--- config.mk ---
export PLATFORM = sky130hd
export DESIGN_NAME = sample_conditioner
export DESIGN_NICKNAME = d
export VERILOG_FILES = /design/src/scope_pkg.sv /design/src/sample_conditioner.sv
export SDC_FILE = /design/constraint.sdc
export NUM_CORES = 1
export LEC_CHECK = 0
export BUFFER_PORTS_ARGS = -buffer_cell sky130_fd_sc_hd__buf_2
export CAP_MARGIN = 30
export CELL_PAD_IN_SITES_DETAIL_PLACEMENT = 0
export CELL_PAD_IN_SITES_GLOBAL_PLACEMENT = 1
export CORE_MARGIN = 2
export CORE_UTILIZATION = 39
export CTS_CLUSTER_SIZE = 10
export DETAILED_ROUTE_END_ITERATION = 10
export PLACE_DENSITY = 0.86
export SYNTH_ARGS = -nofsm -noshare
export SYNTH_HDL_FRONTEND = slang
export SYNTH_SLANG_ARGS = --single-unit
--- constraint.sdc ---
create_clock -name clk -period 1.01 [get_ports clk]
set_input_delay 0.202 -clock clk [delete_from_list [all_inputs] [get_ports clk]]
set_output_delay 0.202 -clock clk [all_outputs]
set_load 0.01 [all_outputs]
--- src/scope_pkg.sv ---
// digitizer capture core shared definitions
// sample and stream widths, command codes, acquisition states, command word views

package scope_pkg;

	// ------------------------------------------------------------------------
	// sample and buffer geometry
	// ------------------------------------------------------------------------
	localparam int SAMPLE_W         = 12;           // one adc sample
	localparam int SAMPLES_PER_WORD = 4;            // samples per buffer word
	localparam int ADDR_W           = 8;            // default buffer address width
	localparam int STREAM_W         = 32;           // reply stream width
	localparam int CMD_BYTES        = 8;            // bytes per command
	localparam logic [31:0] FW_VERSION = 32'd19;    // reported by info selector 0

	typedef logic signed [SAMPLE_W-1:0] SAMPLE_T;
	typedef SAMPLE_T [SAMPLES_PER_WORD-1:0] SAMPLE_WORD_T;  // sample 0 in the low bits

	// ------------------------------------------------------------------------
	// encodings
	// ------------------------------------------------------------------------
	typedef enum logic [7:0] {
		CMD_READOUT  = 8'd0,    // stream buffer contents
		CMD_ARM      = 8'd1,    // arm trigger, return state
		CMD_INFO     = 8'd2,    // version or event count
		CMD_TRIG_SET = 8'd8     // thresholds and preoffset
	} CMD_T;

	typedef enum logic [7:0] {
		NONE     = 8'd0,        // fire as soon as armed
		RISING   = 8'd1,
		FALLING  = 8'd2,
		EXTERNAL = 8'd3
	} TRIG_TYPE_T;

	typedef enum logic [1:0] {
		ACQ_IDLE  = 2'd0,       // free running, waiting for arm
		ACQ_ARMED = 2'd1,       // looking for the trigger condition
		ACQ_POST  = 2'd2,       // taking post-trigger words
		ACQ_READY = 2'd3        // capture frozen until read out
	} ACQ_STATE_T;

	// one received command, byte 0 first on the wire and in the low bits
	typedef union packed {
		logic [CMD_BYTES-1:0][7:0] raw;
		struct packed {
			logic [31:0] length;    // bytes 7..4, little endian
			logic [23:0] spare;
			CMD_T        opcode;
		} readout;
		struct packed {
			logic [15:0] spare_hi;
			logic [15:0] post_len;  // bytes 5..4
			logic [15:0] spare_lo;
			TRIG_TYPE_T  trig_type;
			CMD_T        opcode;
		} arm;
		struct packed {
			logic [23:0] spare;
			logic [7:0]  preoff_lo;
			logic [7:0]  preoff_hi; // only bits 1:0 matter
			logic [7:0]  hyst;
			logic [7:0]  level;
			CMD_T        opcode;
		} trig;
	} CMD_WORD_U;

endpackage

--- src/sample_conditioner.sv ---
// adc sample conditioning
// registers the four-sample word and inverts every sample, clipping at full scale

`timescale 1ns/100ps

module sample_conditioner import scope_pkg::*; (
	input  logic         clk,
	input  logic         rstn,
	input  SAMPLE_WORD_T i_samples,     // raw adc word, one per clock
	output SAMPLE_WORD_T o_samples      // inverted word, one clock later
);

	localparam SAMPLE_T SAMPLE_MIN = {1'b1, {(SAMPLE_W-1){1'b0}}};   // -2048
	localparam SAMPLE_T SAMPLE_MAX = {1'b0, {(SAMPLE_W-1){1'b1}}};   // +2047

	// the most negative code has no positive twin, pin it to full scale
	function automatic SAMPLE_T neg_sat(input SAMPLE_T s);
		if (s == SAMPLE_MIN) begin
			return SAMPLE_MAX;
		end
		return -s;
	endfunction

	always_ff @(posedge clk or negedge rstn) begin
		if (!rstn) begin
			o_samples <= '0;
		end else begin
			for (int i = 0; i < SAMPLES_PER_WORD; i++) begin
				o_samples[i] <= neg_sat(i_samples[i]);     // front end is inverting
			end
		end
	end

endmodule

# --- Word-level counts from Yosys, hierarchy flattened ---
# Cells that the tools add are included.
totals:
  input_bits: 50
  word_cells: 24
  output_inout_bits: 48
  reg_bits: 48
classes:
  n_addsub: 4
  eq_ne: 4
  n_mux: 12
op_table:
  columns: ["operator", "count"]
  rows:
  - ["$mux 12", 8]
  - ["$eq 12x12->1 const B", 4]
  - ["$neg 12->12", 4]
  - ["$mux 1", 4]

# --- Logic depth before layout (Yosys ltp) ---
# Gate-level depths: netlist of the first run.
logic_depth:
  depth_word: 3
  mapped_depth: 6
  depth_no_buf: 5

# --- Worst setup path before layout of the first run ---
# OpenSTA, ideal clock, no wires.
synth_timing:
  kind: "input to register"
  from: "input i_samples[24] (netlist bit)"
  to: "register o_samples[30] (netlist bit)"
  setup_ns: 0.129
  path_buffers: 0
  path_stages: 5
  t_arrival_ns: 1.333
  path_slack_ns: -0.452
  required_time_ns: 0.881
  cell_sequence: "inv_1 > ha_1 > or4b_4 > a2111oi_2 > nor2_1"
synth_between:
  elab_chain_len: 3
  elab_cells_between_ends: 4
  classes_between: "add/sub (1); eq/ne (1); mux (2)"
synth_rtl:
  columns: ["item", "line_no", "rtl"]
  rows:
  - ["from (decl)", "sample_conditioner.sv:9", "input SAMPLE_WORD_T i_samples,"]
  - ["branches (longest 2 deep; another with $neg 12->12)", null, null]
  - ["$mux 12 *", "sample_conditioner.sv:21", "return -s;"]
  - ["to (signal, indexed assignment)", "sample_conditioner.sv:29", "o_samples[i] <= neg_sat(i_samples[i]);"]
  - ["to (decl)", "sample_conditioner.sv:10", "output SAMPLE_WORD_T o_samples"]
# Every way passes the cells marked *.

# --- Worst setup path in the final report of the first run ---
layout_timing:
  from: "input i_samples[25] (netlist bit)"
  to: "register o_samples[32] (netlist bit)"
# Same word-level chain as after synthesis.

==> run_results.csv, run 1 <==
group,metric,value,unit
outcome,outcome,"complete, but fails checks",
outcome,violations,"negative setup slack",
critical_path,cp_max_fo,4,
floorplanning,die_area,6980,um^2
synthesis,ys_warn_count,0,
place,io_buffers,97,
clocking,cts_max_path_buffers,2,
sta,finalCritPeriodShare,115,%
pwr,p_per_area,994,nW/um^2
global_routing,grt_util_all_layers,19.6,%
floorplanning,std_cell_rows,28,
layout,fillers,437,
critical_path,endpoint_kind,"flop",
clocking,root_buffer,"clkbuf_8",
detailed_routing,wirelength,7110,um
floorplanning,io_pins,98,
sta,worstMarginPinSlew,0.463,ns
floorplanning,die_w,83.6,um
hold_path,holdCritPathClass,"input port to flop",
detailed_routing,post_drt_wl_per_cell,14.1,um
layout,fin_nets,483,
clocking,cts_sinks,48,
critical_path,cp_data_required_time,1.22,ns
synthesis,syn-num-nets,285,
global_routing,grt_pass1_wl,11300,um
detailed_routing,avgViaCountPerCell,5.06,
synthesis,yosysUniqueCellTypes,42,
detailed_routing,drcViolationCount,0,
detailed_routing,detail-route-antenna-nets,0,
clocking,numCtsBuffers,5,
layout,final_common_cell,"buf_4",
place,finalWeightedCongestion,0.816,
synthesis,netlist_area,2470,um^2
global_routing,gr-total-overflow,0,
sta,hold_viol_final,0,
sta,clock.fmax,860,MHz
sta,fin_ws,-0.153,ns
sta,fin_tns_setup,-0.552,ns
sta,rsz0062_at_grt,"yes",
synthesis,synth_seq_cells,48,
detailed_routing,initialDrtViolationCount,96,
clocking,htreeDepth,2,
global_routing,grt_max_degree,49,
global_routing,grt_antenna_before_repair,0,
sta,layout_min_cycle_time,1.16,ns
floorplanning,start_util,41.0,%
place,place_inst,485,
synthesis,synthCells,231,
critical_path,path_cells,"buf_12 > inv_12 > ha_4 > or4b_4 > nor4_4 > mux2i_1",
global_routing,grt_pass1_vias,2507,
pwr,p_leak,2.10,nW
floorplanning,core,6030,um^2
pwr,max-vdd-ir-drop,0.654,mV
detailed_routing,route.vias.total,2550,
flow_run,drv_cap,0,
layout,finalNonFillerCells,504,
place,dpl.hpwl,5220,um
sta,slew_headroom,69.1,%
critical_path,slowest_stage,"or4b_4",
critical_path,worstPathArrival,1.37,ns
layout,top_regs,"o_samples: 48 flops",
layout,layout-drive-gt1-share,58.7,%
sta,finalSetupViolCount,15,
layout,largest-register,"o_samples",
floorplanning,fp.dieH,83.6,um
layout,areaGrowthSynthToFinish,77.2,%
clocking,cts_tree,"built",
layout,largest_reg_flops,48,
detailed_routing,firstDrtPassIters,4,
critical_path,critical_path_class,"input port to flop",
sta,drv_slew,0,
critical_path,start_kind,"input port",
synthesis,syn_avg_cell_area,10.7,um^2
layout,diodes,0,
layout,layout_common_cells,"buf_4, buf_2, dfrtp_1, buf_6, mux2i_1",
critical_path,max_stage_delay,0.51,ns
clocking,clkTransAtPathRegs,0.08,ns
synthesis,yosysSeqAreaShare,48.7,%
[synth_stat cells (all sizes together)]
cell / n / area [um^2]
a41oi: 1 / 8.76
or3b: 1 / 8.76
o21a: 4 / 30.0
nor3: 16 / 85.1
nor2: 13 / 48.8
mux2i: 17 / 170
dfrtp: 48 / 1200
ha: 4 / 50.1
nor4: 6 / 80.1
nand2b: 5 / 31.3
nand4b: 5 / 43.8
or3: 2 / 13.8
nand2: 17 / 63.8
xor2: 6 / 52.6
o21ai: 12 / 60.1
nor3b: 4 / 30.0
buf: 2 / 16.3
nor4b: 3 / 53.8
o31ai: 1 / 7.51
nand3: 6 / 30.0
a21boi: 4 / 30.0
nand4: 6 / 37.5
a21oi: 10 / 53.8
a2111oi: 4 / 60.1
nor2b: 4 / 25.0
o31a: 2 / 17.5
inv: 16 / 60.1
or4: 5 / 45.0
xnor2: 1 / 8.76
a31oi: 5 / 31.3
or4b: 1 / 13.8
[critical path: cells and delay by family]
family | cells | cell delay (ns)
adder cells (fa/ha/maj) | 1 | 0.12
buffers and inverters | 2 | 0.15
multiplexers | 1 | 0.23
AND/OR/NAND/NOR | 2 | 0.67
[layer usage]
| layer | vias to the layer above | track usage, % | wire length, um |
|---|---|---|---|
| met4 | 0 | 5.57 | 70 |
| met5 | - | 0 | 0 |
| li1 | 1245 | - | - |
| met3 | 6 | 2.77 | 242 |
| met1 | 1240 | 24.6 | 2980 |
| met2 | 59 | 35.1 | 3820 |
[cell families after synthesis]
kind of cell	synth area share, %
AOI/OAI and AO/OA	12.1
buffers and inverters	3.09
muxes	6.89
and+or+nand+nor	24.7
DFF	48.7
xor gates and xnor gates	2.48
adders and majority gates	2.03
[repair_timing]
action	in CTS	in global routing
endpoints found under the hold margin	48	0
setup buffers	5	7
resized for setup	28	34
setup endpoints to repair	31	81
hold buffers	1	0
pin swaps	14	7
[power breakdown]
part           total [mW]  internal, mW  switching (mW)  leakage, nW
Combinational        1.19         0.617           0.575         1.50
Clock                1.07         0.472           0.599       0.0410
Sequential           2.08          2.04          0.0393        0.558
[stage by stage]
stage / util [%] / total power [mW] / setup slack, ns / cell area, um^2 / hold WS (ns)
2_1_floorplan: - / 2.49 / -0.269 / 2720 / -0.0936
3_3_place_gp: 65.1 / 3.14 / -0.490 / 3930 / 0.200
3_5_place_dp: 65.1 / 3.17 / -0.544 / 3930 / 0.208
4_1_cts: 69.2 / 4.30 / -0.181 / 4170 / 0.124
5_1_grt: 72.6 / 4.57 / -0.209 / 4370 / 0.127
6_report: 72.6 / 4.35 / -0.153 / 4370 / 0.133
[cell type report]
class,count,area [um^2],area share (%)
Clock buffer,6,72.6,1.66
Clock inverter,1,5.00,0.114
Inverter,16,123,2.80
Multi-Input combinational cell,165,1470,33.6
Sequential cell,48,1200,27.5
Tap cell,75,93.8,2.15
Timing Repair Buffer,193,1410,32.2
[final timing paths]
path                          startpoint       endpoint  slack [ns]  depth (start not counted)
max                        i_samples[25]  o_samples[32]       -0.15                          6
min in group asynchronous           rstn  o_samples[22]        0.42                          3
min                        i_samples[22]  o_samples[22]        0.13                          2
max in group asynchronous           rstn  o_samples[17]        0.36                          3
No activity file was read; power rests on OpenSTA's default activity.
==> run 2: changes to the inputs <==
==> constraint.sdc (replaced) <==
create_clock -name clk -period 1.5 [get_ports clk]
set_input_delay 0.3 -clock clk [delete_from_list [all_inputs] [get_ports clk]]
set_output_delay 0.3 -clock clk [all_outputs]
set_load 0.01 [all_outputs]
==> run_results.csv, run 2 (synthesis gave the netlist of run 1 again) <==
group,metric,value,unit
sta,finalSetupViolCount,0,
clocking,cts_tree,"built",
outcome,outcome,"finished clean",
pwr,p_seq_share,51.7,%
global_routing,grt_antenna_before_repair,0,
place,io_buffers,97,
global_routing,grt_util_all_layers,17.0,%
clocking,cts_sinks,48,
critical_path,critical_path_class,"input port to flop",
detailed_routing,post_drt_wl_per_cell,12.9,um
layout,largest-register,"o_samples",
flow_run,drv_cap,0,
layout,fin_nets,429,
hold_path,min_to,"o_samples[22]",
floorplanning,start_util,41.0,%
floorplanning,die_w,83.6,um
layout,fin_area,3460,um^2
critical_path,cp_max_fo,4,
layout,largest_reg_flops,48,
clocking,htreeDepth,2,
hold_path,worst_hold_path.num_cells,2,
sta,finalCritPeriodShare,91.2,%
detailed_routing,route.vias.total,2246,
sta,clock.fmax,731,MHz
detailed_routing,firstDrtPassIters,4,
critical_path,endpoint_kind,"flop",
layout,top_regs,"o_samples: 48 flops",
sta,hold_viol_final,0,
detailed_routing,wirelength,5820,um
sta,layout_min_cycle_time,1.37,ns
pwr,max-vdd-ir-drop,0.384,mV
floorplanning,io_pins,98,
sta,rsz0062_at_grt,"no",
global_routing,grt_pass1_vias,2151,
critical_path,worstPathArrival,1.59,ns
sta,worstMarginPinSlew,0.451,ns
pwr,p_sw_share,27.4,%
sta,holdWs,0.213,ns
clocking,numCtsBuffers,5,
pwr,combPwrFrac,20.7,%
pwr,net-switching-power,738,uW
layout,diodes,0,
layout,post-route-util,57.5,%
critical_path,start_kind,"input port",
layout,areaGrowthSynthToFinish,40.3,%
detailed_routing,avgViaCountPerCell,4.98,
detailed_routing,drcViolationCount,0,
global_routing,gr-total-overflow,0,
sta,drv_slew,0,
hold_path,holdCritPathClass,"input port to flop",
floorplanning,core,6030,um^2
clocking,postCtsSetupRepairBufs,0,
global_routing,grt_max_degree,49,
hold_path,hold_start,"i_samples[22]",
pwr,p_int,1.96,mW
pwr,power_frac_clock,27.6,%
place,finalWeightedCongestion,0.824,
detailed_routing,detail-route-antenna-nets,0,
place,dpl_cell_area,3370,um^2
clocking,clkTransAtPathRegs,0.09,ns
global_routing,grt_pass1_wl,9830,um
critical_path,cp_data_required_time,1.72,ns
detailed_routing,initialDrtViolationCount,29,
layout,layout_common_cells,"buf_2, dfrtp_1, buf_4, mux2i_1, nand2_1",
floorplanning,std_cell_rows,28,
place,dpl.hpwl,4550,um
clocking,cts_max_path_buffers,2,
floorplanning,die_area,6980,um^2
pwr,p_leak,1.70,nW
layout,final_common_cell,"buf_2",
floorplanning,fp.dieH,83.6,um
pwr,p_per_area,779,nW/um^2
sta,slew_headroom,69.7,%
clocking,root_buffer,"clkbuf_8",
layout,layout-drive-gt1-share,42.6,%
==> run 2: how the worst max path moves through the flow <==
stage                   from            end  slack (ns)
6_report       i_samples[24]  o_samples[32]        0.13
5_1_grt        i_samples[36]  o_samples[42]        0.06
4_1_cts        i_samples[24]  o_samples[32]        0.13
3_5_place_dp   i_samples[24]  o_samples[32]       -0.17
3_3_place_gp   i_samples[24]  o_samples[32]       -0.16
2_1_floorplan  i_samples[24]  o_samples[32]        0.02
==> run 2: per-layer routing <==
metal	wire length (um)	up-vias	share of wire [%]	global-route usage, %
met1	2590	1045	45	21.4
met4	54	0	0.93	4.40
met2	2870	62	49	29.5
li1	-	1135	-	-
met5	0	-	0	0
met3	295	4	5.1	4.06
==> run 2: power groups by stage <==
| stage | combinational (mW) | sequential, mW | clock (mW) |
|---|---|---|---|
| finish | 0.558 | 1.39 | 0.745 |
| global route | 0.618 | 1.40 | 0.836 |
| CTS | 0.565 | 1.40 | 0.786 |
| detailed placement | 0.562 | 1.42 | 0 |
| global placement | 0.552 | 1.42 | 0 |
| floorplan | 0.166 | 1.47 | 0 |
==> run 2: stage by stage <==
stage,TNS (ns),setup slack (ns),power [mW],cells
final,0,0.132,2.70,451
after global routing,0,0.0555,2.86,451
after CTS,0,0.134,2.75,451
after detailed placement,-0.817,-0.175,1.98,442
after global placement,-0.561,-0.155,1.97,442
after floorplan,0,0.0182,1.64,231
==> run 2: worst max-delay path, cell delays in order <==
cell and delay (ns):
buf_2 0.10, inv_1 0.07, ha_2 0.20, or4b_4 0.52
nor4_2 0.19, mux2i_1 0.21
==> run 2: cell type report <==
type | count | area [um^2]
fillers | 565 | 2560
multi-input cells | 165 | 1210
flip-flops and latches | 48 | 1200
repair buffers | 139 | 816
well taps | 75 | 93.8
clock buffers | 7 | 76.3
inverters | 16 | 60.1
clock inverters | 1 | 8.76
==> run 2: repair_timing <==
item | 4_1_cts | 5_1_grt
resized for setup | 0 | 1
setup endpoints to repair | 0 | 1
hold buffers | 1 | 0
hold endpoints to repair | 48 | 0
==> run 3: changes to the inputs <==
--- a/config.mk
+++ b/config.mk
@@ -13,7 +13,7 @@
 export CORE_UTILIZATION = 39
 export CTS_CLUSTER_SIZE = 10
 export DETAILED_ROUTE_END_ITERATION = 10
-export PLACE_DENSITY = 0.86
+export PLACE_DENSITY_LB_ADDON = 0.1
 export SYNTH_ARGS = -nofsm -noshare
 export SYNTH_HDL_FRONTEND = slang
 export SYNTH_SLANG_ARGS = --single-unit
==> run_results.csv, run 3 (synthesis gave the netlist of run 1 again) <==
group,metric,value,unit
layout,largest_reg_flops,48,
critical_path,cp_data_required_time,1.67,ns
layout,layout-drive-gt1-share,42.5,%
clocking,postCtsSetupRepairBufs,0,
layout,fin_nets,428,
sta,drv_slew,0,
layout,largest-register,"o_samples",
sta,layout_min_cycle_time,1.38,ns
sta,finalSetupViolCount,0,
clocking,cts_tree,"built",
place,dpl_cell_area,3360,um^2
layout,final_common_cell,"buf_2",
critical_path,worstSetupEndpoint,"o_samples[42]",
layout,post-route-util,57.2,%
sta,fin_ws,0.124,ns
sta,finalCritPeriodShare,91.7,%
sta,holdWs,0.209,ns
layout,areaGrowthSynthToFinish,39.6,%
floorplanning,fp.dieH,83.6,um
sta,slew_headroom,71.4,%
layout,top_regs,"o_samples: 48 flops",
clocking,clkTransAtPathRegs,0.09,ns
clocking,cts_max_path_buffers,2,
global_routing,gr-total-overflow,0,
outcome,outcome,"finished clean",
floorplanning,std_cell_rows,28,
layout,fin_area,3450,um^2
global_routing,grt_util_all_layers,17.8,%
layout,layout_common_cells,"buf_2, dfrtp_1, buf_4, mux2i_1, nand2_1",
critical_path,crit_start,"i_samples[36]",
global_routing,grt_max_degree,49,
pwr,p_per_area,776,nW/um^2
clocking,numCtsBuffers,5,
floorplanning,die_area,6980,um^2
detailed_routing,wirelength,5830,um
place,place_ws,-0.157,ns
floorplanning,core,6030,um^2
detailed_routing,route.vias.total,2237,
critical_path,endpoint_kind,"flop",
flow_run,drv_cap,0,
detailed_routing,post_drt_wl_per_cell,13.0,um
critical_path,cp_max_fo,4,
floorplanning,start_util,41.0,%
pwr,max-vdd-ir-drop,0.398,mV
sta,worstMarginPinSlew,0.426,ns
detailed_routing,firstDrtPassIters,4,
place,io_buffers,97,
sta,clock.fmax,727,MHz
global_routing,grt_antenna_before_repair,0,
critical_path,start_kind,"input port",
place,dpl.hpwl,4410,um
clocking,root_buffer,"clkbuf_8",
detailed_routing,avgViaCountPerCell,4.98,
critical_path,critical_path_class,"input port to flop",
place,finalWeightedCongestion,0.841,
hold_path,holdCritPathClass,"input port to flop",
clocking,cts_sinks,48,
sta,rsz0062_at_grt,"no",
floorplanning,io_pins,98,
layout,diodes,0,
critical_path,worstPathArrival,1.55,ns
global_routing,grt_pass1_wl,10200,um
detailed_routing,initialDrtViolationCount,64,
clocking,htreeDepth,2,
clocking,ctsResizeCount,0,
sta,hold_viol_final,0,
detailed_routing,detail-route-antenna-nets,0,
pwr,p_leak,1.69,nW
floorplanning,die_w,83.6,um
detailed_routing,drcViolationCount,0,
global_routing,grt_pass1_vias,2143,
==> run 3: critical path, stage by stage <==
cell and delay, ns:
buf_2 0.11, inv_1 0.07, ha_1 0.19, or3b_1 0.43
a2111oi_0 0.33, a21oi_1 0.12
==> run 3: layer usage <==
| layer | up-vias | routed length, um | track usage [%] |
|---|---|---|---|
| li1 | 1132 | - | - |
| met1 | 1041 | 2710 | 24.1 |
| met2 | 59 | 2690 | 28.1 |
| met3 | 5 | 369 | 5.54 |
| met4 | 0 | 55 | 3.52 |
| met5 | - | 0 | 0 |
==> run 3: worst min-delay path by stage <==
stage                  start             to  slack [ns]  cells past startpoint
6_report       i_samples[34]  o_samples[34]        0.21                      2
3_5_place_dp            rstn  o_samples[41]        0.31                      2
2_1_floorplan           rstn   o_samples[0]       0.004                      0
4_1_cts        i_samples[23]  o_samples[23]        0.20                      2
3_3_place_gp            rstn  o_samples[41]        0.31                      2
5_1_grt        i_samples[22]  o_samples[22]        0.20                      2
==> run 3: layout make-up <==
type	instances	area (um^2)
well taps	75	93.8
clock inverters	1	5.00
inverters	16	60.1
repair buffers	138	808
multi-input cells	165	1210
clock buffers	6	72.6
fillers	558	2580
flip-flops and latches	48	1200
==> run 3: repair_timing <==
action	CTS	global route
setup endpoints to repair	0	0
hold endpoints to repair	48	0
hold buffers	1	0
==> run 3: stage by stage <==
step                      std cells  setup TNS [ns]  total power, mW
after global placement          441          -0.498             1.97
final                           449               0             2.67
after floorplan                 231               0             1.64
after detailed placement        441          -0.834             1.98
after CTS                       449               0             2.72
after global routing            449               0             2.85
==> run 3: where the power goes <==
part	leakage, nW	switching (mW)	internal (mW)
registers	0.558	0.0193	1.38
clock network	0.0410	0.408	0.318
logic	1.09	0.304	0.250
total	1.69	0.731	1.94
