$ cat src/scope_pkg.sv
// digitizer capture core shared definitions
// sample and stream widths, command codes, acquisition states, command word views

package scope_pkg;

	// ------------------------------------------------------------------------
	// sample and buffer geometry
	// ------------------------------------------------------------------------
	localparam int SAMPLE_W         = 12;           // one adc sample
	localparam int SAMPLES_PER_WORD = 4;            // samples per buffer word
	localparam int ADDR_W           = 8;            // default buffer address width
	localparam int STREAM_W         = 32;           // reply stream width
	localparam int CMD_BYTES        = 8;            // bytes per command
	localparam logic [31:0] FW_VERSION = 32'd19;    // reported by info selector 0

	typedef logic signed [SAMPLE_W-1:0] SAMPLE_T;
	typedef SAMPLE_T [SAMPLES_PER_WORD-1:0] SAMPLE_WORD_T;  // sample 0 in the low bits

	// ------------------------------------------------------------------------
	// encodings
	// ------------------------------------------------------------------------
	typedef enum logic [7:0] {
		CMD_READOUT  = 8'd0,    // stream buffer contents
		CMD_ARM      = 8'd1,    // arm trigger, return state
		CMD_INFO     = 8'd2,    // version or event count
		CMD_TRIG_SET = 8'd8     // thresholds and preoffset
	} CMD_T;

	typedef enum logic [7:0] {
		NONE     = 8'd0,        // fire as soon as armed
		RISING   = 8'd1,
		FALLING  = 8'd2,
		EXTERNAL = 8'd3
	} TRIG_TYPE_T;

	typedef enum logic [1:0] {
		ACQ_IDLE  = 2'd0,       // free running, waiting for arm
		ACQ_ARMED = 2'd1,       // looking for the trigger condition
		ACQ_POST  = 2'd2,       // taking post-trigger words
		ACQ_READY = 2'd3        // capture frozen until read out
	} ACQ_STATE_T;

	// one received command, byte 0 first on the wire and in the low bits
	typedef union packed {
		logic [CMD_BYTES-1:0][7:0] raw;
		struct packed {
			logic [31:0] length;    // bytes 7..4, little endian
			logic [23:0] spare;
			CMD_T        opcode;
		} readout;
		struct packed {
			logic [15:0] spare_hi;
			logic [15:0] post_len;  // bytes 5..4
			logic [15:0] spare_lo;
			TRIG_TYPE_T  trig_type;
			CMD_T        opcode;
		} arm;
		struct packed {
			logic [23:0] spare;
			logic [7:0]  preoff_lo;
			logic [7:0]  preoff_hi; // only bits 1:0 matter
			logic [7:0]  hyst;
			logic [7:0]  level;
			CMD_T        opcode;
		} trig;
	} CMD_WORD_U;

endpackage

$ cat src/acq_ctrl_if.sv
// settings and status between command decode and acquisition control
// settings flow from the command side, status flows back from the trigger side

`timescale 1ns/100ps

interface acq_ctrl_if import scope_pkg::*; #(
	parameter int ADDR_W = scope_pkg::ADDR_W
);

	// settings, owned by the command processor
	TRIG_TYPE_T        trig_type;       // latched on arm command
	SAMPLE_T           lower_thresh;
	SAMPLE_T           upper_thresh;
	logic [15:0]       post_len;        // words taken after the trigger
	logic [9:0]        preoffset;       // words shown before the trigger
	logic              arm;             // single cycle, honoured in idle only
	logic              readout_done;    // single cycle, releases ready

	// status, owned by the trigger fsm
	ACQ_STATE_T        acq_state;
	logic [ADDR_W-1:0] trig_addr;       // buffer address of the trigger word
	logic [31:0]       event_count;

	modport cmd (
		output trig_type, lower_thresh, upper_thresh, post_len, preoffset,
		output arm, readout_done,
		input  acq_state, trig_addr, event_count
	);

	modport acq (
		input  trig_type, lower_thresh, upper_thresh, post_len, preoffset,
		input  arm, readout_done,
		output acq_state, trig_addr, event_count
	);

endinterface

$ cat src/command_processor.sv
// host command handling
// collects 8-byte commands from the byte stream, updates acquisition settings,
// answers on the 32-bit stream and streams the capture buffer on readout

`timescale 1ns/100ps

module command_processor import scope_pkg::*; #(
	parameter int ADDR_W = scope_pkg::ADDR_W
) (
	input  logic                  clk,
	input  logic                  rstn,
	// command byte stream in
	input  logic [7:0]            i_tdata,
	input  logic                  i_tvalid,
	output logic                  o_tready_rx,
	// reply stream out
	output logic [STREAM_W-1:0]   o_tdata,
	output logic                  o_tvalid,
	output logic [STREAM_W/8-1:0] o_tkeep,
	output logic                  o_tlast,
	input  logic                  i_tready,
	// buffer read port
	output logic [ADDR_W-1:0]     o_rd_addr,
	input  SAMPLE_WORD_T          i_rd_data,
	acq_ctrl_if.cmd               ctrl
);

	localparam logic [2:0] ST_INIT    = 3'd0;   // leave reset
	localparam logic [2:0] ST_RX      = 3'd1;   // take command bytes
	localparam logic [2:0] ST_DECODE  = 3'd2;   // act on the opcode
	localparam logic [2:0] ST_REPLY   = 3'd3;   // single word reply out
	localparam logic [2:0] ST_RD_ADDR = 3'd4;   // ram address settling
	localparam logic [2:0] ST_RD_LOAD = 3'd5;   // put next half word on the bus
	localparam logic [2:0] ST_RD_BEAT = 3'd6;   // wait for the beat to be taken

	logic [2:0]              state;
	logic [2:0]              rx_cnt;        // byte index within the command
	CMD_WORD_U               cmd;
	logic [31:0]             len;           // readout bytes still to send
	logic                    half;          // 0 sends samples 1:0, 1 sends 3:2
	logic [ADDR_W-1:0]       preoff_w;
	logic [11:0]             lo_base;
	logic [11:0]             hi_base;
	logic [STREAM_W-1:0]     beat;
	logic [STREAM_W/8-1:0]   keep_nxt;

	assign o_tready_rx = (state == ST_RX);
	assign preoff_w    = ADDR_W'(ctrl.preoffset);   // offset taken modulo buffer size

	// ------------------------------------------------------------------------
	// datapath helpers
	// ------------------------------------------------------------------------
	always_comb begin
		// level and hysteresis are 8-bit codes centred on 128
		lo_base = 12'(cmd.trig.level) - 12'(cmd.trig.hyst) - 12'd128;
		hi_base = 12'(cmd.trig.level) + 12'(cmd.trig.hyst) - 12'd128;
		if (half) begin
			beat = {4'b0, i_rd_data[3], 4'b0, i_rd_data[2]};
		end else begin
			beat = {4'b0, i_rd_data[1], 4'b0, i_rd_data[0]};
		end
		if (len >= 32'd4) begin
			keep_nxt = 4'b1111;
		end else begin
			case (len[1:0])
				2'd3:    keep_nxt = 4'b0111;
				2'd2:    keep_nxt = 4'b0011;
				2'd1:    keep_nxt = 4'b0001;
				default: keep_nxt = 4'b0000;
			endcase
		end
	end

	// command bytes land in wire order
	always_ff @(posedge clk) begin
		if (o_tready_rx && i_tvalid) begin
			cmd.raw[rx_cnt] <= i_tdata;
		end
	end

	// ------------------------------------------------------------------------
	// control fsm
	// ------------------------------------------------------------------------
	always_ff @(posedge clk or negedge rstn) begin
		if (!rstn) begin
			state             <= ST_INIT;
			rx_cnt            <= '0;
			len               <= '0;
			half              <= 1'b0;
			o_rd_addr         <= '0;
			o_tdata           <= '0;
			o_tvalid          <= 1'b0;
			o_tkeep           <= '0;
			o_tlast           <= 1'b0;
			ctrl.trig_type    <= NONE;
			ctrl.lower_thresh <= '0;
			ctrl.upper_thresh <= '0;
			ctrl.post_len     <= '0;
			ctrl.preoffset    <= '0;
			ctrl.arm          <= 1'b0;
			ctrl.readout_done <= 1'b0;
		end else begin
			ctrl.arm          <= 1'b0;     // pulses
			ctrl.readout_done <= 1'b0;
			case (state)
				ST_INIT: state <= ST_RX;
				ST_RX: begin
					if (i_tvalid) begin
						rx_cnt <= rx_cnt + 1'b1;        // wraps to 0 after byte 7
						if (rx_cnt == 3'(CMD_BYTES - 1)) begin
							state <= ST_DECODE;
						end
					end
				end
				ST_DECODE: begin
					o_tkeep <= 4'b1111;                 // single replies are full words
					o_tlast <= 1'b1;
					case (cmd.arm.opcode)
						CMD_READOUT: begin
							len       <= cmd.readout.length;
							half      <= 1'b0;
							o_rd_addr <= ctrl.trig_addr - preoff_w;  // show pre-trigger
							if (cmd.readout.length == '0) begin
								ctrl.readout_done <= 1'b1;
								state             <= ST_RX;
							end else begin
								state <= ST_RD_ADDR;
							end
						end
						CMD_ARM: begin
							ctrl.arm       <= 1'b1;
							ctrl.trig_type <= cmd.arm.trig_type;
							ctrl.post_len  <= cmd.arm.post_len;
							o_tdata        <= STREAM_W'(ctrl.acq_state);  // state before arm
							o_tvalid       <= 1'b1;
							state          <= ST_REPLY;
						end
						CMD_INFO: begin
							case (cmd.raw[1])
								8'd0:    o_tdata <= STREAM_W'(FW_VERSION);
								8'd3:    o_tdata <= STREAM_W'(ctrl.event_count);
								default: o_tdata <= '0;
							endcase
							o_tvalid <= 1'b1;
							state    <= ST_REPLY;
						end
						CMD_TRIG_SET: begin
							ctrl.lower_thresh <= SAMPLE_T'((lo_base << 4) + 12'd8);
							ctrl.upper_thresh <= SAMPLE_T'((hi_base << 4) + 12'd8);
							ctrl.preoffset    <= {cmd.trig.preoff_hi[1:0], cmd.trig.preoff_lo};
							o_tdata           <= STREAM_W'(CMD_TRIG_SET);   // echo opcode
							o_tvalid          <= 1'b1;
							state             <= ST_REPLY;
						end
						default: state <= ST_RX;        // unknown, drop silently
					endcase
				end
				ST_REPLY: begin
					if (i_tready) begin
						o_tvalid <= 1'b0;
						state    <= ST_RX;
					end
				end
				ST_RD_ADDR: state <= ST_RD_LOAD;        // ram output valid next cycle
				ST_RD_LOAD: begin
					o_tdata  <= beat;
					o_tkeep  <= keep_nxt;
					o_tlast  <= (len <= 32'd4);
					o_tvalid <= 1'b1;
					state    <= ST_RD_BEAT;
				end
				ST_RD_BEAT: begin
					if (i_tready) begin
						o_tvalid <= 1'b0;
						if (o_tlast) begin
							ctrl.readout_done <= 1'b1;  // frees the buffer
							state             <= ST_RX;
						end else begin
							len  <= len - 32'd4;
							half <= ~half;
							if (half) begin
								o_rd_addr <= o_rd_addr + 1'b1;  // both halves sent
								state     <= ST_RD_ADDR;
							end else begin
								state <= ST_RD_LOAD;    // same word, upper samples
							end
						end
					end
				end
				default: state <= ST_INIT;
			endcase
		end
	end

endmodule

$ cat src/flat_wrapper.sv
// flat-port wrapper written by rule: the top's interface ports become plain ports
module command_processor_flat import scope_pkg::*;
#(
	parameter int ADDR_W = scope_pkg::ADDR_W
)
  (clk, rstn, i_tdata, i_tvalid, o_tready_rx, o_tdata, o_tvalid, o_tkeep, o_tlast, i_tready, o_rd_addr, i_rd_data, ctrl_trig_type, ctrl_lower_thresh, ctrl_upper_thresh, ctrl_post_len, ctrl_preoffset, ctrl_arm, ctrl_readout_done, ctrl_acq_state, ctrl_trig_addr, ctrl_event_count);
  acq_ctrl_if #(.ADDR_W(ADDR_W)) ctrl_i ();
  input  logic clk;
  input  logic rstn;
  input  logic [7:0] i_tdata;
  input  logic i_tvalid;
  output logic o_tready_rx;
  output logic [STREAM_W-1:0] o_tdata;
  output logic o_tvalid;
  output logic [STREAM_W/8-1:0] o_tkeep;
  output logic o_tlast;
  input  logic i_tready;
  output logic [ADDR_W-1:0] o_rd_addr;
  input  SAMPLE_WORD_T i_rd_data;
  output wire logic [$bits(ctrl_i.trig_type)-1:0] ctrl_trig_type;
  output wire logic [$bits(ctrl_i.lower_thresh)-1:0] ctrl_lower_thresh;
  output wire logic [$bits(ctrl_i.upper_thresh)-1:0] ctrl_upper_thresh;
  output wire logic [$bits(ctrl_i.post_len)-1:0] ctrl_post_len;
  output wire logic [$bits(ctrl_i.preoffset)-1:0] ctrl_preoffset;
  output wire logic [$bits(ctrl_i.arm)-1:0] ctrl_arm;
  output wire logic [$bits(ctrl_i.readout_done)-1:0] ctrl_readout_done;
  input wire logic [$bits(ctrl_i.acq_state)-1:0] ctrl_acq_state;
  input wire logic [$bits(ctrl_i.trig_addr)-1:0] ctrl_trig_addr;
  input wire logic [$bits(ctrl_i.event_count)-1:0] ctrl_event_count;
  assign ctrl_trig_type = ctrl_i.trig_type;
  assign ctrl_lower_thresh = ctrl_i.lower_thresh;
  assign ctrl_upper_thresh = ctrl_i.upper_thresh;
  assign ctrl_post_len = ctrl_i.post_len;
  assign ctrl_preoffset = ctrl_i.preoffset;
  assign ctrl_arm = ctrl_i.arm;
  assign ctrl_readout_done = ctrl_i.readout_done;
  assign ctrl_i.acq_state = ctrl_acq_state;
  assign ctrl_i.trig_addr = ctrl_trig_addr;
  assign ctrl_i.event_count = ctrl_event_count;
  command_processor #(.ADDR_W(ADDR_W)) u_core (.clk(clk), .rstn(rstn), .i_tdata(i_tdata), .i_tvalid(i_tvalid), .o_tready_rx(o_tready_rx), .o_tdata(o_tdata), .o_tvalid(o_tvalid), .o_tkeep(o_tkeep), .o_tlast(o_tlast), .i_tready(i_tready), .o_rd_addr(o_rd_addr), .i_rd_data(i_rd_data), .ctrl(ctrl_i));
endmodule
$ cat config.mk
export PLATFORM = sky130hd
export DESIGN_NAME = command_processor_flat
export DESIGN_NICKNAME = d
export VERILOG_FILES = /design/src/scope_pkg.sv /design/src/acq_ctrl_if.sv /design/src/command_processor.sv /design/src/flat_wrapper.sv
export SDC_FILE = /design/constraint.sdc
export NUM_CORES = 1
export LEC_CHECK = 0
export BUFFER_PORTS_ARGS = -buffer_cell sky130_fd_sc_hd__buf_2
export CAP_MARGIN = 20
export CORE_UTILIZATION = 45
export CTS_CLUSTER_DIAMETER = 200
export DETAILED_ROUTE_END_ITERATION = 7
export PLACE_DENSITY_LB_ADDON = 0.2
export SLEW_MARGIN = 20
export SYNTH_ARGS = -nofsm -noshare
export SYNTH_HDL_FRONTEND = slang
export SYNTH_SLANG_ARGS = --single-unit
$ cat constraint.sdc
create_clock -name clk -period 5.6 [get_ports clk]
set_clock_uncertainty 0.2 [all_clocks]
set_input_delay 1.12 -clock clk [delete_from_list [all_inputs] [get_ports clk]]
set_output_delay 1.12 -clock clk [all_outputs]
set_load 0.005 [all_outputs]
* After elaboration in Yosys (flattened, before gate mapping)
Index checks and enable logic that the tools add are counted.
** Word-level totals
- Bits of input ports :: 102
- Output and inout bits :: 107
- Bits in registers :: 209
** Operators by class
- Bitwise logic cells :: 1
- Muxes and demuxes :: 43
- Order comparisons :: 4
- Reduce and logical (&&, ||, !) cells :: 19
- $add $sub $neg :: 10
- Eq/ne operators :: 24
** Operator list (number)
- case mux 32 bit (2 select lines) :: 3
- 2-to-1 mux 32 bit :: 3
- case mux 32 bit (3 select lines) :: 1
- bitwise mux 64 bit :: 1
- 2-to-1 mux 8 bit :: 5
- >= comparator 32 x 3 -> 1 bit, second input constant :: 1
- <= comparator 32 x 3 -> 1 bit, second input constant :: 1
- zero test 32 bit :: 1
- subtractor 32 x 3 -> 32 bit, second input constant :: 1
- 2-to-1 mux 28 bit :: 1
- adder 12 x 4 -> 12 bit, second input constant :: 2
- demux 8 bit (select 3 bit) :: 1
- case mux 3 bit (7 select lines) :: 1
- 2-to-1 mux 3 bit :: 6
- == test 8 x 2 -> 1 bit, second input constant :: 2
- zero test 8 bit :: 2
- case mux 8 bit (2 select lines) :: 1
- subtractor 8 bit :: 2
- subtractor 8 bit, second input constant :: 2
- inequality test 2 bit, second input constant :: 7
- == test 3 bit, second input constant :: 4
- 2-to-1 mux 1 bit :: 12
- case mux 3 bit (3 select lines) :: 1
- adder 8 x 1 -> 8 bit, second input constant :: 1
- 28 further kinds :: 39

* Logic depth before layout (Yosys ltp)
Gate-level depths: netlist of the first run.
- Depth in word-level cells :: 5
- Depth in mapped cells :: 10
- Mapped depth without buffers :: 10

* Worst setup path after synthesis of the first run
Ideal clock, no wire load.
- Path type :: input-to-reg
- From :: in i_tvalid
- To :: reg u_core.cmd[0] (netlist name), enable pin
- Arrival :: 2.147 ns
- Required time :: 5.017 ns
- Stages on the path :: 4
- Path buffers :: 1
- Setup slack :: 2.870 ns
- Cells stage by stage :: and2_1 > clkbuf_1 > nand2b_1 > nor3_1
** Between the ends
- Longest elaborated chain between the ends :: 1
** Ends and longest elaborated chain
- start: declaration :: RTL line flat_wrapper.sv:11 : input logic i_tvalid;
- logical AND 1 bit :: RTL line command_processor.sv:76 : if (o_tready_rx && i_tvalid) begin
- end: declaration :: RTL line command_processor.sv:38 : CMD_WORD_U cmd;
No other way between the ends.
A chain may end at the register's enable or synchronous reset.

* Worst setup path in the final report of the first run
- From :: reg u_core.cmd[15] (netlist name)
- To :: reg u_core.o_tdata[13]
** Between the ends
- Longest elaborated chain between the ends :: 4
- Elaborated cells between the ends (all ways) :: 5
** Ends and longest elaborated chain
- == test 8 x 2 -> 1 bit / zero test 8 bit (equally long branches) :: RTL line command_processor.sv:139 : case (cmd.raw[1])
- case mux 32 bit (2 select lines) (*) :: RTL line command_processor.sv:139
- case mux 32 bit (3 select lines) (*) :: RTL line command_processor.sv:118 : case (cmd.arm.opcode)
- case mux 32 bit (2 select lines) (*) :: RTL line command_processor.sv:105 : case (state)
- end signal: assignment :: RTL line command_processor.sv:140 : 8'd0: o_tdata <= STREAM_W'(FW_VERSION);
- end signal: assignment :: RTL line command_processor.sv:141 : 8'd3: o_tdata <= STREAM_W'(ctrl.event_count);
- end signal: assignment :: RTL line command_processor.sv:151 : o_tdata <= STREAM_W'(CMD_TRIG_SET);
- end: declaration :: RTL line command_processor.sv:17 : output logic [STREAM_W-1:0] o_tdata,
Mark *: on every way between the ends. The rest lies on a longest branch, timed or not.

==> results.py, run 1 <==
metrics = {
    "outcome": {
        "outcome": "completed",
    },
    "sta": {
        "clock.fmax_ghz": 0.297,
        "worstMarginPinSlew_ns": 1.08,
        "slew_headroom_pct": 27.8,
        "setup_ws_ns": 2.24,
        "post-route-min-period_ns": 3.36,
        "rsz0062_at_grt": "false",
        "setup-violations-final": 0,
        "hold-worst-slack_ns": 0.277,
        "drv_slew": 0,
        "fin_crit_sh_pct": 60.1,
        "fin_setup_tns_ns": 0,
        "final_hold_viol_count": 0,
    },
    "worst_setup_path": {
        "cp_top_family": "simple AND/OR/NAND/NOR gates",
        "cp.depth": 6,
        "r2r_slack_ns": 2.24,
        "setup.worst_path.start": "u_core.cmd[15]",
        "crit_path_start_kind": "flop",
        "crit_arrival_ns": 3.53,
        "critPathKind": "flop to flop",
        "path_cells": "nor4_1, or4b_1, nor4_4, buf_6, nor2b_1, a22o_1",
        "worstSetupEndpoint": "u_core.o_tdata[13]",
        "r2r_start": "u_core.cmd[15]",
        "cp_slowest_stage_delay_ns": 0.59,
        "reg2reg_depth": 6,
        "timing.rr.end": "u_core.o_tdata[13]",
        "path_buf_inv": 1,
        "endpoint_kind": "flop",
        "crit_fanout": 13,
        "slowest_stage": "nor4_4",
        "required_ns": 5.77,
    },
    "global_routing": {
        "antenna_found_initial": 0,
        "grt_use_total_pct": 22.9,
        "gr-total-overflow": 0,
        "grt_max_degree": 59,
        "grt_pass1_vias": 7660,
        "grt_pass1_wl_mm": 41.8,
    },
    "cells_and_area": {
        "fin_nets": 1238,
        "fill_cells": 1940,
        "diodes": 0,
        "fin_cells": 1388,
        "area_delta_synth_final_pct": 17.9,
        "drive_above_1_share_pct": 28.7,
    },
    "logic_synthesis": {
        "synthTopCellsByArea": "dfrtp_1 34%, edfxtp_1 17%, mux2_2 4.8%, ha_1 4.7%, a21oi_1 3.5%",
        "yosys.cell_count.top_type": "dfrtp_1",
        "ys.flop_type": "dfrtp_1",
        "synth.top_cell.area_share_pct": 33.9,
        "yosys.cell_types.count": 77,
        "yosysTopAreaCell": "dfrtp_1",
        "synth_seq_area_share_pct": 51.2,
        "synthCells": 917,
        "ys_warn_count": 0,
        "synth_top_cells_by_count": "137 x dfrtp_1, 70 x a21oi_1, 58 x edfxtp_1, 58 x nand2_1",
        "avgSynthCellArea_um2": 11.0,
        "synth-edff-count": 58,
        "syn_area_um2": 10100,
        "synth-seq-cells": 195,
        "postSynth.asyncResetShare_pct": 70.3,
    },
    "routing": {
        "ant_nets": 0,
        "routed_wl_mm": 25.7,
        "first_pass_iters": 5,
        "wl_per_cell_um": 18.5,
        "drc": 0,
        "avgViaCountPerCell": 5.70,
        "via_count": 7917,
        "drt-initial-drc-count": 571,
    },
    "pwr": {
        "intPower_mw": 2.67,
        "power.total_mw": 3.81,
        "p_clk_share_pct": 33.5,
        "pwr_density_cell_nw_per_um2": 320,
        "comb_power_share_pct": 18.5,
        "p_switching_mw": 1.14,
        "power.share.switching_pct": 29.9,
        "p_leak_nw": 5.40,
        "ir_worst_vdd_mv": 0.177,
        "seq_power_share_pct": 48.1,
    },
    "clock_tree": {
        "cts_root_buf": "clkbuf_16",
        "cts_tree": "yes",
        "cts_max_level": 4,
        "cts.sinks": 195,
        "clockBufferDepth": 2,
        "cts_hold_buf": 0,
        "cts_buffers": 17,
        "clk_latency_ns": 0.44,
        "clk_pin_slew_ns": 0.08,
        "cts_resized": 0,
        "cts_setup_buffers": 0,
    },
    "place": {
        "place_congestion": 0.842,
        "post-place-ws_ns": 2.28,
        "portBuffers": 202,
        "dp_hpwl_mm": 18.4,
        "dp.cells": 1355,
    },
    "floorplan": {
        "core_area_um2": 21900,
        "dieHeight_um": 152,
        "ios": 209,
        "rows": 54,
        "initial_core_util_pct": 46.1,
        "die_x_um": 152,
        "die_area_um2": 23000,
    },
    "hold_path": {
        "worstHoldPathType": "flop to flop",
    },
    "run": {
        "drv_cap": 0,
    },
}
==> metrics by stage <==
step	area, um^2	utilization, %
after floorplan	10100	-
after global placement	11200	51.4
after detailed placement	11300	51.4
after CTS	11900	54.2
after global routing	11900	54.4
final	11900	54.4
==> cell families after synthesis <==
group                      synth area share (%)
xor gates and xnor gates                   1.73
other                                    0.0371
and+or+nand+nor                            12.8
AOI/OAI and AO/OA                          16.4
adders and majority gates                  5.40
muxes                                      7.62
buffers and inverters                      4.82
DFF                                        51.2
==> layout make-up <==
type                    instances  area (um^2)  share of cell area (%)
clock buffers                  17          425                    3.57
clock inverters                15          188                    1.58
inverters                      53          199                    1.67
multi-input cells             619         4480                    37.6
flip-flops and latches        195         5170                    43.4
well taps                     280          350                    2.94
repair buffers                209         1090                    9.19
==> registers in the layout, indices dropped and copies added (netlist names) <==
signal                    count
u_core.state                  3
u_core.rx_cnt                 3
u_core.ctrl.readout_done      1
u_core.ctrl.upper_thresh      9
u_core.ctrl.trig_type         8
u_core.len                   32
u_core.o_rd_addr              8
u_core.ctrl.arm               1
u_core.ctrl.preoffset        10
u_core.o_tdata               32
u_core.ctrl.post_len         16
u_core.half                   1
u_core.cmd                   58
u_core.o_tkeep                4
u_core.o_tvalid               1
u_core.ctrl.lower_thresh      7
u_core.o_tlast                1
==> power by group through the flow <==
| stage | logic, mW | registers (mW) | clock network [mW] |
|---|---|---|---|
| 6_report | 0.704 | 1.83 | 1.28 |
| 5_1_grt | 0.791 | 1.86 | 1.35 |
| 4_1_cts | 0.712 | 1.83 | 1.30 |
| 3_5_place_dp | 0.709 | 1.86 | 0 |
| 3_3_place_gp | 0.696 | 1.85 | 0 |
| 2_1_floorplan | 0.437 | 1.82 | 0 |
==> worst min-delay path by stage <==
| stage | start | endpoint | slack (ns) | cells past startpoint |
|---|---|---|---|---|
| floorplan | u_core.cmd[24] | u_core.ctrl.preoffset[8] | 0.26 | 1 |
| global placement | u_core.cmd[25] | u_core.ctrl.preoffset[9] | 0.26 | 1 |
| detailed placement | u_core.ctrl.lower_thresh[10] | u_core.ctrl.lower_thresh[10] | 0.27 | 2 |
| CTS | u_core.ctrl.upper_thresh[8] | u_core.ctrl.upper_thresh[8] | 0.28 | 2 |
| global route | u_core.ctrl.upper_thresh[9] | u_core.ctrl.upper_thresh[9] | 0.32 | 2 |
| finish | u_core.ctrl.lower_thresh[10] | u_core.ctrl.lower_thresh[10] | 0.28 | 2 |
==> worst reg2reg max path: cells and delay by family, from the launching register on <==
family / cells / cell delay [ns]
buffers and inverters: 1 / 0.25
and+or+nand+nor: 4 / 2.20
DFF: 1 / 0.44
AOI/OAI and AO/OA: 1 / 0.21
==> placed cells by master, fill, tap and decap left out, types with 10 or more instances in the layout <==
master / count
dfrtp_1: 136
nand2_1: 58
mux2_4: 17
nor3_1: 20
mux2_2: 43
a31oi_1: 11
a21oi_1: 69
edfxtp_1: 58
a221oi_1: 21
nor4_1: 14
o22ai_1: 10
clkbuf_16: 17
nor2_1: 53
o21ai_0: 51
buf_2: 201
inv_1: 53
nand3_1: 18
nand2b_1: 11
xor2_1: 12
ha_1: 38
==> metal layers <==
metal  wire, um  track usage, %  vias up
met3       1350            3.68       31
met1      11900            32.1     3844
met4        427            7.86        0
li1           -               -     3744
met5          0               0        -
met2      12000            36.1      298
No activity file was read; power rests on OpenSTA's default activity.
==> run 2: changes to the inputs <==
==> constraint.sdc (replaced) <==
create_clock -name clk -period 3.35 [get_ports clk]
set_clock_uncertainty 0.2 [all_clocks]
set_input_delay 0.67 -clock clk [delete_from_list [all_inputs] [get_ports clk]]
set_output_delay 0.67 -clock clk [all_outputs]
set_load 0.005 [all_outputs]
==> results.py, run 2 (synthesis gave the netlist of run 1 again) <==
metrics = {
    "place": {
        "post-place-ws_ns": 0.484,
        "dp.cells": 1372,
        "place_congestion": 0.864,
        "dp_hpwl_mm": 18.6,
        "portBuffers": 202,
    },
    "routing": {
        "first_pass_iters": 5,
        "routed_wl_mm": 25.6,
        "drc": 0,
        "avgViaCountPerCell": 5.58,
        "ant_nets": 0,
        "via_count": 7841,
        "drt-initial-drc-count": 545,
        "wl_per_cell_um": 18.2,
    },
    "floorplan": {
        "die_x_um": 152,
        "rows": 54,
        "die_area_um2": 23000,
        "core_area_um2": 21900,
        "initial_core_util_pct": 46.1,
        "ios": 209,
        "dieHeight_um": 152,
    },
    "worst_setup_path": {
        "cp_top_family": "simple AND/OR/NAND/NOR gates",
        "path_cells": "nor4_1, or4b_1, nor4_4, nor2b_1, a22o_1",
        "crit_path_start_kind": "flop",
        "endpoint_kind": "flop",
        "setup.worst_path.start": "u_core.cmd[12]",
        "cp_slowest_stage_delay_ns": 0.58,
        "crit_fanout": 8,
        "crit_arrival_ns": 3.07,
        "critPathKind": "flop to flop",
        "r2r_start": "u_core.cmd[12]",
        "required_ns": 3.52,
        "path_buf_inv": 0,
        "slowest_stage": "or4b_1",
    },
    "global_routing": {
        "grt_pass1_vias": 7391,
        "grt-busiest-layer": "met2",
        "grt.met2_usage_pct": 35.7,
        "grt_max_degree": 62,
        "grtUsageMet3_pct": 3.91,
        "grt_use_total_pct": 22.3,
        "gr-total-overflow": 0,
        "use_met1_pct": 31.4,
        "grt_pass1_wl_mm": 40.7,
        "antenna_found_initial": 0,
    },
    "cells_and_area": {
        "diodes": 0,
        "fin_nets": 1254,
        "layout_common_cells": "201 x buf_2, 137 x dfrtp_1, 69 x a21oi_1",
        "fill_cells": 1954,
        "area_delta_synth_final_pct": 18.5,
        "final_common_cell": "buf_2",
        "largest_reg_flops": 58,
        "fin_cells": 1404,
        "drive_above_1_share_pct": 29.4,
    },
    "sta": {
        "rsz0062_at_grt": "false",
        "setup_ws_ns": 0.445,
        "slew_headroom_pct": 47.5,
        "final_hold_viol_count": 3,
        "fin_setup_tns_ns": 0,
        "hold-worst-slack_ns": -0.00148,
        "worstMarginPinSlew_ns": 0.788,
        "setup-violations-final": 0,
        "drv_slew": 0,
        "clock.fmax_ghz": 0.344,
        "fin_crit_sh_pct": 86.7,
        "post-route-min-period_ns": 2.91,
    },
    "pwr": {
        "comb_power_share_pct": 19.3,
        "intPower_mw": 4.39,
        "power.share.switching_pct": 29.9,
        "seq_power_share_pct": 48.6,
        "p_clk_share_pct": 32.1,
        "pwr_density_cell_nw_per_um2": 523,
        "p_leak_nw": 5.44,
        "ir_worst_vdd_mv": 0.308,
        "p_switching_mw": 1.87,
    },
    "run": {
        "drv_cap": 0,
    },
    "hold_path": {
        "worstHoldPathType": "input pin to async pin",
    },
    "clock_tree": {
        "clk_latency_ns": 0.43,
        "cts_buffers": 17,
        "cts_setup_buffers": 0,
        "clk_pin_slew_ns": 0.07,
        "cts_resized": 0,
        "clockBufferDepth": 2,
        "cts_tree": "yes",
        "cts.sinks": 195,
        "cts_max_level": 4,
        "cts_root_buf": "clkbuf_16",
        "cts_hold_buf": 0,
    },
    "outcome": {
        "outcome": "finished with violations",
        "violations": "hold timing",
    },
}
==> run 2: metal layers <==
metal | up-vias | routed length, um
li1 | 3783 | -
met1 | 3809 | 11900
met2 | 229 | 12200
met3 | 20 | 1270
met4 | 0 | 276
met5 | - | 0
==> run 2: cell type report <==
class	instances	area [um^2]	share of cell area [%]
multi-input combinational	619	4470	37.4
clock buffer	17	425	3.55
tap	280	350	2.93
inverter	53	199	1.66
clock inverter	15	146	1.22
sequential	195	5170	43.2
timing repair buffer	225	1200	10.0
==> run 2: worst register-to-register path, delay by kind of cell (launching register included) <==
kind / cells / cell delay [ns]
AND/OR/NAND/NOR: 4 / 1.99
AO/OA/AOI/OAI: 1 / 0.23
flip-flops: 1 / 0.43
==> run 2: power by group through the flow <==
stage                     clock (mW)  sequential [mW]  combinational [mW]
after floorplan                    0             3.04               0.730
after global placement             0             3.08                1.19
after detailed placement           0             3.09                1.21
after CTS                       2.04             3.04                1.22
after global routing            2.15             3.09                1.35
final                           2.01             3.04                1.21
==> run 2: worst paths after layout <==
path / end / slack, ns / cells past startpoint
worst max-delay path: u_core.o_tdata[13] / 0.44 / 5
worst min-delay path: u_core.o_rd_addr[3] / -0.001 / 1
worst max register to register: u_core.o_tdata[13] / 0.44 / 5
worst min register to register: u_core.ctrl.lower_thresh[9] / 0.28 / 2
max in group asynchronous: u_core.ctrl.preoffset[2] / 2.15 / 2
min in group clk: u_core.o_tdata[15] / 0.26 / 2
==> run 2: stage by stage <==
step	utilization [%]	power, mW	area, um^2
4_1_cts	54.7	6.30	12000
5_1_grt	54.7	6.58	12000
3_5_place_dp	52.1	4.30	11400
6_report	54.7	6.26	12000
2_1_floorplan	-	3.76	10100
3_3_place_gp	52.1	4.27	11400
==> run 3: changes to the inputs <==
--- a/config.mk
+++ b/config.mk
@@ -10,6 +10,8 @@
 export CORE_UTILIZATION = 45
 export CTS_CLUSTER_DIAMETER = 200
 export DETAILED_ROUTE_END_ITERATION = 7
+export GPL_ROUTABILITY_DRIVEN = 0
+export HOLD_SLACK_MARGIN = 0.05
 export PLACE_DENSITY_LB_ADDON = 0.2
 export SLEW_MARGIN = 20
 export SYNTH_ARGS = -nofsm -noshare
==> results.py, run 3 (synthesis gave the netlist of run 1 again) <==
metrics = {
    "global_routing": {
        "grt_pass1_wl_mm": 40.7,
        "gr-total-overflow": 0,
        "grt_use_total_pct": 22.3,
        "antenna_found_initial": 0,
        "grt_pass1_vias": 7397,
        "grt_max_degree": 62,
    },
    "sta": {
        "clock.fmax_ghz": 0.347,
        "final_hold_viol_count": 0,
        "rsz0062_at_grt": "false",
        "post-route-min-period_ns": 2.88,
        "slew_headroom_pct": 47.4,
        "drv_slew": 0,
        "setup_ws_ns": 0.472,
        "fin_setup_tns_ns": 0,
        "setup-violations-final": 0,
        "fin_crit_sh_pct": 85.9,
        "worstMarginPinSlew_ns": 0.789,
    },
    "worst_setup_path": {
        "r2r_slack_ns": 0.47,
        "crit_fanout": 8,
        "crit_path_start_kind": "flop",
        "endpoint_kind": "flop",
        "required_ns": 3.52,
        "critPathKind": "flop to flop",
        "crit_arrival_ns": 3.04,
    },
    "routing": {
        "drc": 0,
        "ant_nets": 0,
        "drt-initial-drc-count": 467,
        "first_pass_iters": 6,
        "via_count": 7879,
        "wl_per_cell_um": 18.2,
        "routed_wl_mm": 25.6,
        "avgViaCountPerCell": 5.61,
    },
    "floorplan": {
        "die_x_um": 152,
        "die_area_um2": 23000,
        "initial_core_util_pct": 46.1,
        "core_area_um2": 21900,
        "ios": 209,
        "rows": 54,
        "dieHeight_um": 152,
    },
    "pwr": {
        "p_leak_nw": 5.45,
        "ir_worst_vdd_mv": 0.306,
        "pwr_density_cell_nw_per_um2": 522,
    },
    "place": {
        "post-place-ws_ns": 0.484,
        "portBuffers": 202,
        "dpl_cell_area_um2": 11400,
        "dp_hpwl_mm": 18.6,
    },
    "clock_tree": {
        "cts_buffers": 17,
        "clockBufferDepth": 2,
        "cts.sinks": 195,
        "clk_latency_ns": 0.43,
        "cts_tree": "yes",
        "cts_root_buf": "clkbuf_16",
        "clk_pin_slew_ns": 0.07,
        "cts_setup_buffers": 0,
        "cts_resized": 0,
        "cts_hold_buf": 1,
        "cts_max_level": 4,
    },
    "hold_path": {
        "worstHoldPathType": "input pin to flop",
    },
    "outcome": {
        "outcome": "completed",
    },
    "cells_and_area": {
        "layout_common_cells": "201 x buf_2, 137 x dfrtp_1, 69 x a21oi_1",
        "fin_nets": 1255,
        "design_area_um2": 12000,
        "largest_reg_flops": 58,
        "final_common_cell": "buf_2",
        "diodes": 0,
        "area_delta_synth_final_pct": 18.6,
        "drive_above_1_share_pct": 29.4,
    },
    "run": {
        "drv_cap": 0,
    },
}
[run 3: changes by cell type in the layout (fill, tap and decap cells not counted), sizes merged]
cell         previous run  this run
dlygate4sd3             0         1
[run 3: final timing paths]
path / startpoint / end / depth (start not counted)
setup reg to reg: u_core.cmd[12] / u_core.o_tdata[13] / 5
min in group asynchronous: rstn / u_core.o_rd_addr[3] / 2
max in group asynchronous: rstn / u_core.o_tdata[22] / 3
hold / removal: ctrl_event_count[15] / u_core.o_tdata[15] / 2
hold reg to reg: u_core.ctrl.lower_thresh[9] / u_core.ctrl.lower_thresh[9] / 2
setup / recovery: u_core.cmd[12] / u_core.o_tdata[13] / 5
[run 3: metrics by stage]
stage          hold WS (ns)  power, mW  cells  utilization, %
6_report              0.266       6.25   1405            54.7
2_1_floorplan         0.174       3.76    922               -
3_3_place_gp          0.258       4.27   1372            52.1
5_1_grt               0.265       6.59   1405            54.7
4_1_cts               0.248       6.30   1405            54.7
3_5_place_dp          0.264       4.30   1372            52.1
[run 3: power breakdown]
part | switching, mW | internal, mW
clock | 0.958 | 1.05
combinational | 0.645 | 0.561
sequential | 0.262 | 2.78
[run 3: layer usage]
layer	part of all wire [%]	up-vias	global-route usage (%)
li1	-	3787	-
met1	46	3806	31.4
met2	48	265	35.7
met3	5.5	21	3.91
met4	1.1	0	5.43
met5	0	-	0
[run 3: worst max-delay path, stage by stage (launching register included)]
cell and delay, ns:
edfxtp_1 0.43, nor4_1 0.53, or4b_1 0.57, nor4_4 0.32
nor2b_1 0.53, a22o_1 0.23
[run 3: final cells by class]
class	instances	area [um^2]
repair buffers	226	1210
inverters	53	199
flip-flops and latches	195	5170
clock inverters	15	146
fillers	1953	9910
well taps	280	350
clock buffers	17	425
multi-input cells	619	4470
